`config.mk`:
```
export PLATFORM = sky130hd
export DESIGN_NAME = rvDecodeTop
export DESIGN_NICKNAME = d
export VERILOG_FILES = /design/src/hdl/rvPkg.sv /design/src/hdl/rvDecodeTop.sv /design/src/hdl/decodeStage.sv /design/src/hdl/registerFile.sv /design/src/hdl/immGen.sv /design/src/hdl/controlDecoder.sv /design/src/hdl/instrQueue.sv /design/src/hdl/fetchUnit.sv
export SDC_FILE = /design/constraint.sdc
export NUM_CORES = 2
export LEC_CHECK = 0
export CAP_MARGIN = 0
export CORE_MARGIN = 2
export CORE_UTILIZATION = 60
export DETAILED_ROUTE_END_ITERATION = 16
export DONT_BUFFER_PORTS = 1
export PLACE_DENSITY_LB_ADDON = 0.05
export SYNTH_ARGS = -nofsm -noshare
export SYNTH_HDL_FRONTEND = slang
export SYNTH_HIERARCHICAL = 1
export SYNTH_SLANG_ARGS = --single-unit
```
`constraint.sdc`:
```
create_clock -name clock -period 20.3 [get_ports clock]
set_input_delay 1.015 -clock clock [delete_from_list [all_inputs] [get_ports clock]]
set_output_delay 1.015 -clock clock [all_outputs]
set_load 0.01 [all_outputs]
```
`src/hdl/rvPkg.sv`:
```
// RV32I front end definitions
package rvPkg;

    // Datapath and register index widths
    localparam int xlen = 32;
    localparam int regAddrWidth = 5;

    // Instruction queue sizing
    localparam int queueDepth = 4;
    localparam int queueCountWidth = 3;

    // First fetch address after reset
    localparam logic [xlen-1:0] resetPc = '0;

    // Decoded instruction class
    typedef enum logic [3:0] {
        classAlu,
        classAluImm,
        classLoad,
        classStore,
        classBranch,
        classJal,
        classJalr,
        classLui,
        classAuipc,
        classIllegal
    } instrClass;

    // Memory access size, memNone when there is no access
    typedef enum logic [1:0] {
        memByte,
        memHalf,
        memWord,
        memNone
    } memWidth;

    // RV32I major opcodes in instr[6:0]
    typedef enum logic [6:0] {
        opLoad   = 7'b0000011,
        opStore  = 7'b0100011,
        opOp     = 7'b0110011,
        opOpImm  = 7'b0010011,
        opBranch = 7'b1100011,
        opJal    = 7'b1101111,
        opJalr   = 7'b1100111,
        opLui    = 7'b0110111,
        opAuipc  = 7'b0010111
    } rvOpcode;

endpackage
```
`src/hdl/rvDecodeTop.sv`:
```
// Fetch and decode front end
module rvDecodeTop import rvPkg::*; (
    input  logic                    clock,
    input  logic                    rstN,
    output logic                    wbCyc,
    output logic                    wbStb,
    output logic                    wbWe,
    output logic [xlen-1:0]         wbAdr,
    input  logic [xlen-1:0]         wbDatIn,
    input  logic                    wbAck,
    input  logic                    redirect,
    input  logic [xlen-1:0]         redirectPc,
    input  logic                    wbRegWrite,
    input  logic [regAddrWidth-1:0] wbRegAddr,
    input  logic [xlen-1:0]         wbRegData,
    input  logic                    decReady,
    output logic                    decValid,
    output logic [xlen-1:0]         decPc,
    output instrClass               decClass,
    output logic                    decRegWrite,
    output logic                    decAluSrc,
    output logic                    decMemRead,
    output logic                    decMemWrite,
    output memWidth                 decMemSize,
    output logic                    decMemUnsigned,
    output logic [3:0]              decFuncCode,
    output logic [regAddrWidth-1:0] decRs1,
    output logic [regAddrWidth-1:0] decRs2,
    output logic [regAddrWidth-1:0] decRd,
    output logic [xlen-1:0]         decRs1Data,
    output logic [xlen-1:0]         decRs2Data,
    output logic [xlen-1:0]         decImm
);

    logic                       push;
    logic                       pop;
    logic                       empty;
    logic [queueCountWidth-1:0] count;
    logic [xlen-1:0]            pushPc;
    logic [xlen-1:0]            pushInstr;
    logic [xlen-1:0]            headPc;
    logic [xlen-1:0]            headInstr;

    fetchUnit uFetch (
        .clock(clock), .rstN(rstN), .redirect(redirect), .redirectPc(redirectPc),
        .wbDatIn(wbDatIn), .wbAck(wbAck), .count(count),
        .wbCyc(wbCyc), .wbStb(wbStb), .wbWe(wbWe), .wbAdr(wbAdr),
        .push(push), .pushPc(pushPc), .pushInstr(pushInstr)
    );

    // Redirect flushes everything between fetch and the decode output
    instrQueue uQueue (
        .clock(clock), .rstN(rstN), .flush(redirect),
        .push(push), .pushPc(pushPc), .pushInstr(pushInstr), .pop(pop),
        .headPc(headPc), .headInstr(headInstr), .count(count), .empty(empty)
    );

    decodeStage uDecode (
        .clock(clock), .rstN(rstN), .flush(redirect),
        .headPc(headPc), .headInstr(headInstr), .empty(empty), .decReady(decReady),
        .wbRegWrite(wbRegWrite), .wbRegAddr(wbRegAddr), .wbRegData(wbRegData),
        .pop(pop), .decValid(decValid), .decPc(decPc), .decClass(decClass),
        .decRegWrite(decRegWrite), .decAluSrc(decAluSrc),
        .decMemRead(decMemRead), .decMemWrite(decMemWrite),
        .decMemSize(decMemSize), .decMemUnsigned(decMemUnsigned),
        .decFuncCode(decFuncCode), .decRs1(decRs1), .decRs2(decRs2), .decRd(decRd),
        .decRs1Data(decRs1Data), .decRs2Data(decRs2Data), .decImm(decImm)
    );

endmodule

```
`src/hdl/decodeStage.sv`:
```
// Decode stage
module decodeStage import rvPkg::*; (
    input  logic                    clock,
    input  logic                    rstN,
    input  logic                    flush,
    input  logic [xlen-1:0]         headPc,
    input  logic [xlen-1:0]         headInstr,
    input  logic                    empty,
    input  logic                    decReady,
    input  logic                    wbRegWrite,
    input  logic [regAddrWidth-1:0] wbRegAddr,
    input  logic [xlen-1:0]         wbRegData,
    output logic                    pop,
    output logic                    decValid,
    output logic [xlen-1:0]         decPc,
    output instrClass               decClass,
    output logic                    decRegWrite,
    output logic                    decAluSrc,
    output logic                    decMemRead,
    output logic                    decMemWrite,
    output memWidth                 decMemSize,
    output logic                    decMemUnsigned,
    output logic [3:0]              decFuncCode,
    output logic [regAddrWidth-1:0] decRs1,
    output logic [regAddrWidth-1:0] decRs2,
    output logic [regAddrWidth-1:0] decRd,
    output logic [xlen-1:0]         decRs1Data,
    output logic [xlen-1:0]         decRs2Data,
    output logic [xlen-1:0]         decImm
);

    instrClass       iClass;
    memWidth         memSize;
    logic            regWrite;
    logic            aluSrc;
    logic            memRead;
    logic            memWrite;
    logic            memUnsigned;
    logic [xlen-1:0] imm;
    logic [xlen-1:0] rs1Data;
    logic [xlen-1:0] rs2Data;
    logic            canLoad;

    // Output register is free or being drained this cycle
    assign canLoad = !decValid || decReady;
    assign pop     = !empty && canLoad && !flush;

    controlDecoder uCtrl (
        .instr(headInstr), .iClass(iClass), .regWrite(regWrite), .aluSrc(aluSrc),
        .memRead(memRead), .memWrite(memWrite), .memSize(memSize),
        .memUnsigned(memUnsigned)
    );

    immGen uImm (
        .instr(headInstr),
        .imm(imm)
    );

    registerFile uRegs (
        .clock(clock), .rstN(rstN),
        .rs1(headInstr[19:15]), .rs2(headInstr[24:20]),
        .writeEn(wbRegWrite), .writeAddr(wbRegAddr), .writeData(wbRegData),
        .rs1Data(rs1Data), .rs2Data(rs2Data)
    );

    always_ff @(posedge clock) begin
        if (!rstN || flush) begin
            decValid <= 1'b0;
        end else if (canLoad) begin
            decValid <= !empty;
        end
    end

    always_ff @(posedge clock) begin
        if (pop) begin
            decPc          <= headPc;
            decClass       <= iClass;
            decRegWrite    <= regWrite;
            decAluSrc      <= aluSrc;
            decMemRead     <= memRead;
            decMemWrite    <= memWrite;
            decMemSize     <= memSize;
            decMemUnsigned <= memUnsigned;
            decFuncCode    <= {headInstr[30], headInstr[14:12]};
            decRs1         <= headInstr[19:15];
            decRs2         <= headInstr[24:20];
            decRd          <= headInstr[11:7];
            decRs1Data     <= rs1Data;
            decRs2Data     <= rs2Data;
            decImm         <= imm;
        end
    end

    // Stalled output holds until the consumer takes it
    assert property (@(posedge clock) disable iff (!rstN)
        decValid && !decReady && !flush |=> decValid && $stable(decPc));

endmodule

```
`src/hdl/registerFile.sv`:
```
// Integer register file
module registerFile import rvPkg::*; (
    input  logic                    clock,
    input  logic                    rstN,
    input  logic [regAddrWidth-1:0] rs1,
    input  logic [regAddrWidth-1:0] rs2,
    input  logic                    writeEn,
    input  logic [regAddrWidth-1:0] writeAddr,
    input  logic [xlen-1:0]         writeData,
    output logic [xlen-1:0]         rs1Data,
    output logic [xlen-1:0]         rs2Data
);

    // x0 has no storage
    logic [xlen-1:0] regs [1:31];

    always_ff @(posedge clock) begin
        if (!rstN) begin
            for (int i = 1; i < 32; i++) begin
                regs[i] <= '0;
            end
        end else if (writeEn && writeAddr != '0) begin
            regs[writeAddr] <= writeData;
        end
    end

    // Same-cycle write is forwarded to the read ports
    always_comb begin
        if (rs1 == '0) begin
            rs1Data = '0;
        end else if (writeEn && writeAddr == rs1) begin
            rs1Data = writeData;
        end else begin
            rs1Data = regs[rs1];
        end
        if (rs2 == '0) begin
            rs2Data = '0;
        end else if (writeEn && writeAddr == rs2) begin
            rs2Data = writeData;
        end else begin
            rs2Data = regs[rs2];
        end
    end

endmodule

```
`src/hdl/immGen.sv`:
```
// Immediate generator
module immGen import rvPkg::*; (
    input  logic [xlen-1:0] instr,
    output logic [xlen-1:0] imm
);

    logic [6:0] opcode;

    assign opcode = instr[6:0];

    always_comb begin
        case (opcode)
            // I format
            opOpImm, opLoad, opJalr:
                imm = {{20{instr[31]}}, instr[31:20]};
            opStore:
                imm = {{20{instr[31]}}, instr[31:25], instr[11:7]};
            // Branch offset, bit 0 always zero
            opBranch:
                imm = {{19{instr[31]}}, instr[31], instr[7], instr[30:25],
                       instr[11:8], 1'b0};
            opLui, opAuipc:
                imm = {instr[31:12], 12'b0};
            opJal:
                imm = {{11{instr[31]}}, instr[31], instr[19:12], instr[20],
                       instr[30:21], 1'b0};
            default:
                imm = '0;
        endcase
    end

endmodule

```
`src/hdl/controlDecoder.sv`:
```
// RV32I control decoder
module controlDecoder import rvPkg::*; (
    input  logic [xlen-1:0] instr,
    output instrClass       iClass,
    output logic            regWrite,
    output logic            aluSrc,
    output logic            memRead,
    output logic            memWrite,
    output memWidth         memSize,
    output logic            memUnsigned
);

    logic [6:0] opcode;
    logic [2:0] funct3;

    assign opcode = instr[6:0];
    assign funct3 = instr[14:12];

    always_comb begin
        // Anything not matched below stays illegal with writes off
        iClass      = classIllegal;
        regWrite    = 1'b0;
        aluSrc      = 1'b0;
        memRead     = 1'b0;
        memWrite    = 1'b0;
        memSize     = memNone;
        memUnsigned = 1'b0;
        case (opcode)
            opOp: begin
                iClass   = classAlu;
                regWrite = 1'b1;
            end
            opOpImm: begin
                iClass   = classAluImm;
                regWrite = 1'b1;
                aluSrc   = 1'b1;
            end
            opLoad: begin
                // LB LH LW LBU LHU only
                case (funct3)
                    3'd0, 3'd4: memSize = memByte;
                    3'd1, 3'd5: memSize = memHalf;
                    3'd2: memSize = memWord;
                    default: memSize = memNone;
                endcase
                if (memSize != memNone) begin
                    iClass      = classLoad;
                    regWrite    = 1'b1;
                    aluSrc      = 1'b1;
                    memRead     = 1'b1;
                    memUnsigned = funct3[2];
                end
            end
            opStore: begin
                case (funct3)
                    3'd0: memSize = memByte;
                    3'd1: memSize = memHalf;
                    3'd2: memSize = memWord;
                    default: memSize = memNone;
                endcase
                if (memSize != memNone) begin
                    iClass   = classStore;
                    aluSrc   = 1'b1;
                    memWrite = 1'b1;
                end
            end
            opBranch: iClass = classBranch;
            opJal: begin
                iClass   = classJal;
                regWrite = 1'b1;
            end
            opJalr: begin
                iClass   = classJalr;
                regWrite = 1'b1;
                aluSrc   = 1'b1;
            end
            opLui: begin
                iClass   = classLui;
                regWrite = 1'b1;
                aluSrc   = 1'b1;
            end
            opAuipc: begin
                iClass   = classAuipc;
                regWrite = 1'b1;
                aluSrc   = 1'b1;
            end
            default: iClass = classIllegal;
        endcase
    end

endmodule

```
`src/hdl/instrQueue.sv`:
```
// Instruction queue
module instrQueue import rvPkg::*; (
    input  logic                       clock,
    input  logic                       rstN,
    input  logic                       flush,
    input  logic                       push,
    input  logic [xlen-1:0]            pushPc,
    input  logic [xlen-1:0]            pushInstr,
    input  logic                       pop,
    output logic [xlen-1:0]            headPc,
    output logic [xlen-1:0]            headInstr,
    output logic [queueCountWidth-1:0] count,
    output logic                       empty
);

    logic [xlen-1:0] pcMem [queueDepth];
    logic [xlen-1:0] instrMem [queueDepth];
    logic [$clog2(queueDepth)-1:0] wrPtr;
    logic [$clog2(queueDepth)-1:0] rdPtr;

    assign empty     = (count == '0);
    assign headPc    = pcMem[rdPtr];
    assign headInstr = instrMem[rdPtr];

    always_ff @(posedge clock) begin
        if (!rstN || flush) begin
            wrPtr <= '0;
            rdPtr <= '0;
            count <= '0;
        end else begin
            if (push) begin
                wrPtr <= wrPtr + 1'b1;
            end
            if (pop) begin
                rdPtr <= rdPtr + 1'b1;
            end
            case ({push, pop})
                2'b10: count <= count + 1'b1;
                2'b01: count <= count - 1'b1;
                default: count <= count;
            endcase
        end
    end

    // Storage has no reset
    always_ff @(posedge clock) begin
        if (push) begin
            pcMem[wrPtr]    <= pushPc;
            instrMem[wrPtr] <= pushInstr;
        end
    end

    // Fetch must respect the depth, decode must respect empty
    assert property (@(posedge clock) disable iff (!rstN)
        push |-> count != queueDepth);
    assert property (@(posedge clock) disable iff (!rstN)
        pop |-> !empty);

endmodule

```
`src/hdl/fetchUnit.sv`:
```
// Instruction fetch over Wishbone
module fetchUnit import rvPkg::*; (
    input  logic                       clock,
    input  logic                       rstN,
    input  logic                       redirect,
    input  logic [xlen-1:0]            redirectPc,
    input  logic [xlen-1:0]            wbDatIn,
    input  logic                       wbAck,
    input  logic [queueCountWidth-1:0] count,
    output logic                       wbCyc,
    output logic                       wbStb,
    output logic                       wbWe,
    output logic [xlen-1:0]            wbAdr,
    output logic                       push,
    output logic [xlen-1:0]            pushPc,
    output logic [xlen-1:0]            pushInstr
);

    logic [xlen-1:0] pc;
    logic [xlen-1:0] pendingPc;
    logic            busy;
    logic            dropPending;

    // One classic read at a time, address held until the ack
    assign wbCyc = busy;
    assign wbStb = busy;
    assign wbWe  = 1'b0;
    assign wbAdr = pc;

    // Word goes to the queue on its ack edge unless a redirect killed it
    assign push      = busy && wbAck && !dropPending;
    assign pushPc    = pc;
    assign pushInstr = wbDatIn;

    always_ff @(posedge clock) begin
        if (!rstN) begin
            pc          <= resetPc;
            busy        <= 1'b0;
            dropPending <= 1'b0;
        end else if (busy) begin
            if (wbAck) begin
                busy        <= 1'b0;
                dropPending <= 1'b0;
                if (redirect) begin
                    pc <= {redirectPc[xlen-1:2], 2'b00};
                end else if (dropPending) begin
                    pc <= pendingPc;
                end else begin
                    pc <= pc + xlen'(4);
                end
            end else if (redirect) begin
                // Cycle still open, finish it and drop the word
                dropPending <= 1'b1;
            end
        end else if (redirect) begin
            pc <= {redirectPc[xlen-1:2], 2'b00};
        end else if (count < queueDepth) begin
            busy <= 1'b1;
        end
    end

    // Target for a redirect that arrived mid-cycle
    always_ff @(posedge clock) begin
        if (busy && !wbAck && redirect) begin
            pendingPc <= {redirectPc[xlen-1:2], 2'b00};
        end
    end

    // Memory may only acknowledge an open cycle
    assert property (@(posedge clock) disable iff (!rstN)
        wbAck |-> wbCyc && wbStb);

endmodule

```
Word-level counts from Yosys, hierarchy flattened
Memories as Yosys holds them, arrays and structs flattened. A register that Yosys moved wholly into a read port is not among the register bits. Cells that the tools add are included.

Register bits after elaboration: 198. Memory bits (writable): 1248. Memories: 3.

Memory list: uDecode.uRegs.regs (depth 31, bits a word 32, rd ports 2, clocked after memory_dff 0, wr ports 31, line registerFile.sv:15) `logic [xlen-1:0] regs [1:31];`; uQueue.instrMem (depth 4, bits a word 32, rd ports 1, clocked after memory_dff 1, wr ports 1, line instrQueue.sv:17) `logic [xlen-1:0] instrMem [queueDepth];`; uQueue.pcMem (depth 4, bits a word 32, rd ports 1, clocked after memory_dff 1, wr ports 1, line instrQueue.sv:16) `logic [xlen-1:0] pcMem [queueDepth];`.

Add/subtract/negate cells: 5. $lt $le $gt $ge: 1. Equal/unequal tests: 20. Mux-type cells: 38. Reductions and logical operators: 35.

Operators by type and width (count): $mux 32 (8); $pmux 32 s5 (1); $pmux 4 s9 (1); $add 32x3->32 const B (1); $reduce_or 32->1 (1); $eq 7x6->1 const B (3); $eq 7x7->1 const B (3); $mux 1 (15); $eq 7x5->1 const B (2); $pmux 2 s3 (2); $eq 5x5->1 (2); $logic_not 5->1 (2); $logic_and 1x1->1 (9); $mux 2 (4); $mux 4 (2); $eq 7x2->1 const B (1); $eq 3x3->1 const B (2); $logic_not 1->1 (6); $logic_not 3->1 (2); $ne 2x2->1 const B (3); $pmux 3 s2 (1); $reduce_and 2->1 (3); $reduce_bool 2->1 (3); $reduce_or 2->1 (3); 17 further kinds (19).

Depth between registers and ports, before layout
Depth after elaboration: 7. Gate-level depth with buffers: 13. Gate-level depth less buffers: 9.

Hierarchy
Netlist, hierarchy kept.

By module, submodules not included: registerFile (times used 1, cells an instance 3830, area each 55149.1 µm², sequential area each 30749.5 µm²); instrQueue (times used 1, cells an instance 381, area each 9744.3 µm², sequential area each 7867.5 µm²); decodeStage (times used 1, cells an instance 164, area each 4800.9 µm², sequential area each 4764.6 µm²); fetchUnit (times used 1, cells an instance 415, area each 3766.1 µm², sequential area each 1541.5 µm²); immGen (times used 1, cells an instance 79, area each 546.8 µm², sequential area each 0.0 µm²); controlDecoder (times used 1, cells an instance 46, area each 310.3 µm², sequential area each 0.0 µm²).

Worst setup path before layout
Ideal clock, no wire load.

Path kind: input -> register. From: input redirect. To: register uQueue.count[2]. Setup time: 0.070 ns. Data arrival time: 14.348 ns. Required time: 20.230 ns. Slack: 5.882 ns. Stages: 7. Cells stage by stage: nor3_1 -> ha_1 -> inv_1 -> fa_1 -> xor2_1 -> or3_1 -> a21oi_1.

Longest elaborated chain between the ends: 4.

Ends and longest elaborated chain: start, declared (line rvDecodeTop.sv:11) `input logic redirect,`; $logic_not 1->1 (line decodeStage.sv:46) `assign pop = !empty && canLoad && !flush;`; $logic_and 1x1->1 (line decodeStage.sv:46); $eq 2x1->1 / $eq 2x2->1 (equally long branches) (line instrQueue.sv:37) `case ({push, pop})`; $pmux 3 s2 / $reduce_bool 2->1 (equally long branches); end signal, assigned (line instrQueue.sv:38) `2'b10: count <= count + 1'b1;`; end signal, assigned (line instrQueue.sv:39) `2'b01: count <= count - 1'b1;`; end signal, assigned (line instrQueue.sv:40) `default: count <= count;`; end, declared (line instrQueue.sv:12) `output logic [queueCountWidth-1:0] count,`.

Several ways; a longest one is shown, not always the timed one. A chain may end at the register's enable or synchronous reset.

==> results.json <==
{
  "p_seq_share_pct": 51.6,
  "cts_tree": "done",
  "synth-simple-area-share_pct": 11.2,
  "cp_data_required_time_ns": 20.84,
  "path_class": "reg2reg",
  "period_needed_ns": 5.74,
  "fill_cells": 8699,
  "switchingPower_w": 0.00162,
  "cts-resized-gates": 0,
  "hpwl_um": 140000,
  "synth_mux_area_share_pct": 18.1,
  "synthAdderAreaFrac_pct": 0.128,
  "ctsHoldBuffers": 0,
  "syn_inst": 4915,
  "r2r.worst_path.cells": 8,
  "clk_latency_ns": 0.81,
  "vias": 46800,
  "drive_above_1_share_pct": 20.6,
  "wl_um": 243000,
  "finalCritPeriodShare_pct": 28.3,
  "holdCritStartpoint": "redirectPc[30]",
  "design_area_um2": 80500,
  "r2r_end": "uDecode/decRs1Data[15]$_DFFE_PP_",
  "worstHoldPathCells": 0,
  "clk_pin_slew_worst_paths_ns": 0.06,
  "dr.pass1.iters": 5,
  "synth.top_cell.area_share_pct": 59.3,
  "clock.fmax_ghz": 0.174,
  "fin_setup_tns_ns": 0,
  "synth.distinct_cells": 98,
  "grt_pass1_vias": 45400,
  "post_cts_buffers": 0,
  "slew_violations": 0,
  "drv_cap": 0,
  "grt_max_degree": 117,
  "numCtsBuffers": 157,
  "irDropWorstVdd_mv": 0.0934,
  "syn_area_per_cell_um2": 15.1,
  "drt_iter0_drc": 7951,
  "final_cell_count_no_fill": 6479,
  "synth-seq-cells": 1510,
  "root_buffer": "clkbuf_16",
  "vias_per_cell": 7.22,
  "grt_pass1_wl_um": 338000,
  "ant_nets": 0,
  "power_frac_clock_pct": 40.9,
  "synthTopCellsByArea": "edfxtp_1 59%, mux4_2 13%, and2_1 8.4%, mux2i_1 3.4%, clkbuf_1 1.6%",
  "power.internal_w": 0.00544,
  "final_common_cell": "edfxtp_1",
  "setup_viol": 0,
  "port_buffers": 0,
  "die_w_um": 356,
  "path_cells": "mux4_4, buf_4, buf_4, buf_4, mux4_2, a211oi_1, nand2_1, a32o_1",
  "p_leak_nw": 27.2,
  "min_to": "uFetch/pendingPc[30]$_DFFE_PP_",
  "clock_skew_ns": 0.0259,
  "clock_path_buffers": 3,
  "synth_warnings": 6,
  "std_cell_rows": 129,
  "gp_congestion": 0.874,
  "cp_slowest_cell": "mux4_4",
  "worstPathArrival_ns": 6.28,
  "wl_per_cell_um": 37.5,
  "power.density_nw_per_um2": 87.6,
  "syn_to_final_growth_pct": 8.37,
  "synth_xor_area_share_pct": 0.271,
  "synth_largest_area_cell": "edfxtp_1",
  "worstMarginPinSlew_ns": 1.25,
  "track_usage_pct": 38.4,
  "final_cell_mix": "1468 x edfxtp_1, 996 x and2_1, 432 x mux4_2",
  "slowest_delay_ns": 0.99,
  "synth-compound-area-share_pct": 5.95,
  "hold_class": "in2reg",
  "hold_viol_final": 0,
  "io_pins": 301,
  "slew_headroom_pct": 16.4,
  "synth_top_family_by_area": "multiplexers",
  "drc": 0,
  "core_area_um2": 123000,
  "end_kind": "flop",
  "grt_overflow_total": 0,
  "start_util_pct": 60.3,
  "dp.cells": 6187,
  "ys.flop_type": "edfxtp_1",
  "rsz0062_at_grt": "no",
  "power.total_w": 0.00706,
  "reg2reg_setup_slack_ns": 14.56,
  "cts_sinks": 1510,
  "fp.dieArea_um2": 127000,
  "die_h_um": 356,
  "async_flop_share_pct": 0,
  "fin_nets": 4823,
  "startpoint_type": "flop",
  "antenna_found_initial": 22,
  "yosysSeqAreaShare_pct": 60.4,
  "outcome": "complete, no violations",
  "h-tree-depth": 4,
  "netlist_area_um2": 74300,
  "dpl_cell_area_um2": 75500,
  "synth_edf_count": 1468,
  "path_max_fanout": 44,
  "combPwrFrac_pct": 7.5,
  "swShare_pct": 23.0,
  "crit_top_cell": "buf_4"
}
synth_stat cells, types with 6 or more instances:
library cell and instances:
buf_2 80, ha_1 6, o21ai_0 139, a32o_1 33, buf_12 7, inv_1 17
nand2b_1 13, o21a_1 6, edfxtp_1 1468, buf_6 25, mux2_2 85, a311oi_1 8
buf_1 14, buf_4 84, nand4_1 8, clkbuf_1 314, nor2b_1 11, a31oi_1 29
o221ai_1 43, mux4_2 440, nor4_1 13, dfxtp_1 42, mux2i_1 251, nor2_1 99
o2bb2ai_1 7, a21oi_1 74, and3_1 30, and2_1 999, nand2_1 98, a22oi_1 88
a221oi_1 9, nand3_1 31, a211o_1 15, nand3b_1 9, xor2_1 7, a2111oi_0 15
a21o_2 8, a211oi_1 42, xnor2_1 16, o22ai_1 84, nor3_1 37, or3_1 8
stage by stage:
| step | setup WS (ns) | utilization [%] | hold slack, ns |
|---|---|---|---|
| CTS | 14.53 | 65.3 | 0.241 |
| floorplan | 5.88 | - | 0.466 |
| finish | 14.56 | 65.3 | 0.304 |
| global placement | 14.49 | 61.2 | 0.493 |
| detailed placement | 14.55 | 61.2 | 0.503 |
| global route | 14.19 | 65.3 | 0.273 |
cell type report:
cell class / instances / area, um2 / share of cell area (%)
antenna: 7 / 17.5 / 0.0217
clock buffer: 189 / 4150 / 5.16
clock inverter: 96 / 900 / 1.12
inverter: 17 / 63.8 / 0.0792
multi-input combinational: 2892 / 27400 / 34.0
sequential: 1510 / 44900 / 55.8
tap: 1637 / 2050 / 2.54
timing repair buffer: 131 / 1050 / 1.30
power by group through the flow:
stage,clock (W),sequential (W),combinational (W)
after CTS,0.00291,0.00364,0.000515
after global routing,0.00302,0.00365,0.000543
after floorplan,0,0.00368,0.000371
final,0.00289,0.00364,0.000530
after global placement,0,0.00369,0.000510
after detailed placement,0,0.00370,0.000512
per-layer routing:
metal | vias up | wire length (um) | share of wire, % | global-route usage (%)
li1 | 18600 | - | - | -
met1 | 23900 | 89800 | 37 | 54.7
met2 | 3633 | 106000 | 44 | 55.6
met3 | 661 | 35800 | 15 | 11.5
met4 | 9 | 11400 | 4.7 | 16.4
met5 | - | 93 | 0.038 | 0
cell families after synthesis:
group / after synthesis
AO/OA/AOI/OAI: 642
adder cells (fa/ha/maj): 7
XOR/XNOR: 23
multiplexers: 780
flip-flops: 1510
other: 2
buffers and inverters: 548
AND/OR/NAND/NOR: 1403
worst max-delay path: cells and delay by family, from the launching register on:
kind,cells,cell delay (ns)
buffers and inverters,3,2.22
multiplexers,2,1.57
flip-flops,1,0.68
AO/OA/AOI/OAI,2,0.58
AND/OR/NAND/NOR,1,0.20
worst max path at each step:
stage / slack (ns) / endpoint / cells after the start
after CTS: 14.53 / uDecode/decRs1Data[15]$_DFFE_PP_ / 8
after detailed placement: 14.55 / uDecode/decRs1Data[15]$_DFFE_PP_ / 8
final: 14.56 / uDecode/decRs1Data[15]$_DFFE_PP_ / 8
after global routing: 14.19 / uDecode/decRs1Data[15]$_DFFE_PP_ / 8
after global placement: 14.49 / uDecode/decRs1Data[15]$_DFFE_PP_ / 8
after floorplan: 5.88 / uQueue/count[2]$_SDFFE_PP0P_ / 7
sequential cells by signal (all words and copies together), names as in the netlist, 30 cells and up, named ones only:
name	count
uDecode/uRegs/regs	1024
uQueue/instrMem	128
uQueue/pcMem	128
uDecode/decImm	32
uDecode/decPc	32
uDecode/decRs1Data	32
uDecode/decRs2Data	32
uFetch/pendingPc	30
uFetch/pushPc	30
Note: power is estimated with default switching activity, not from simulation.
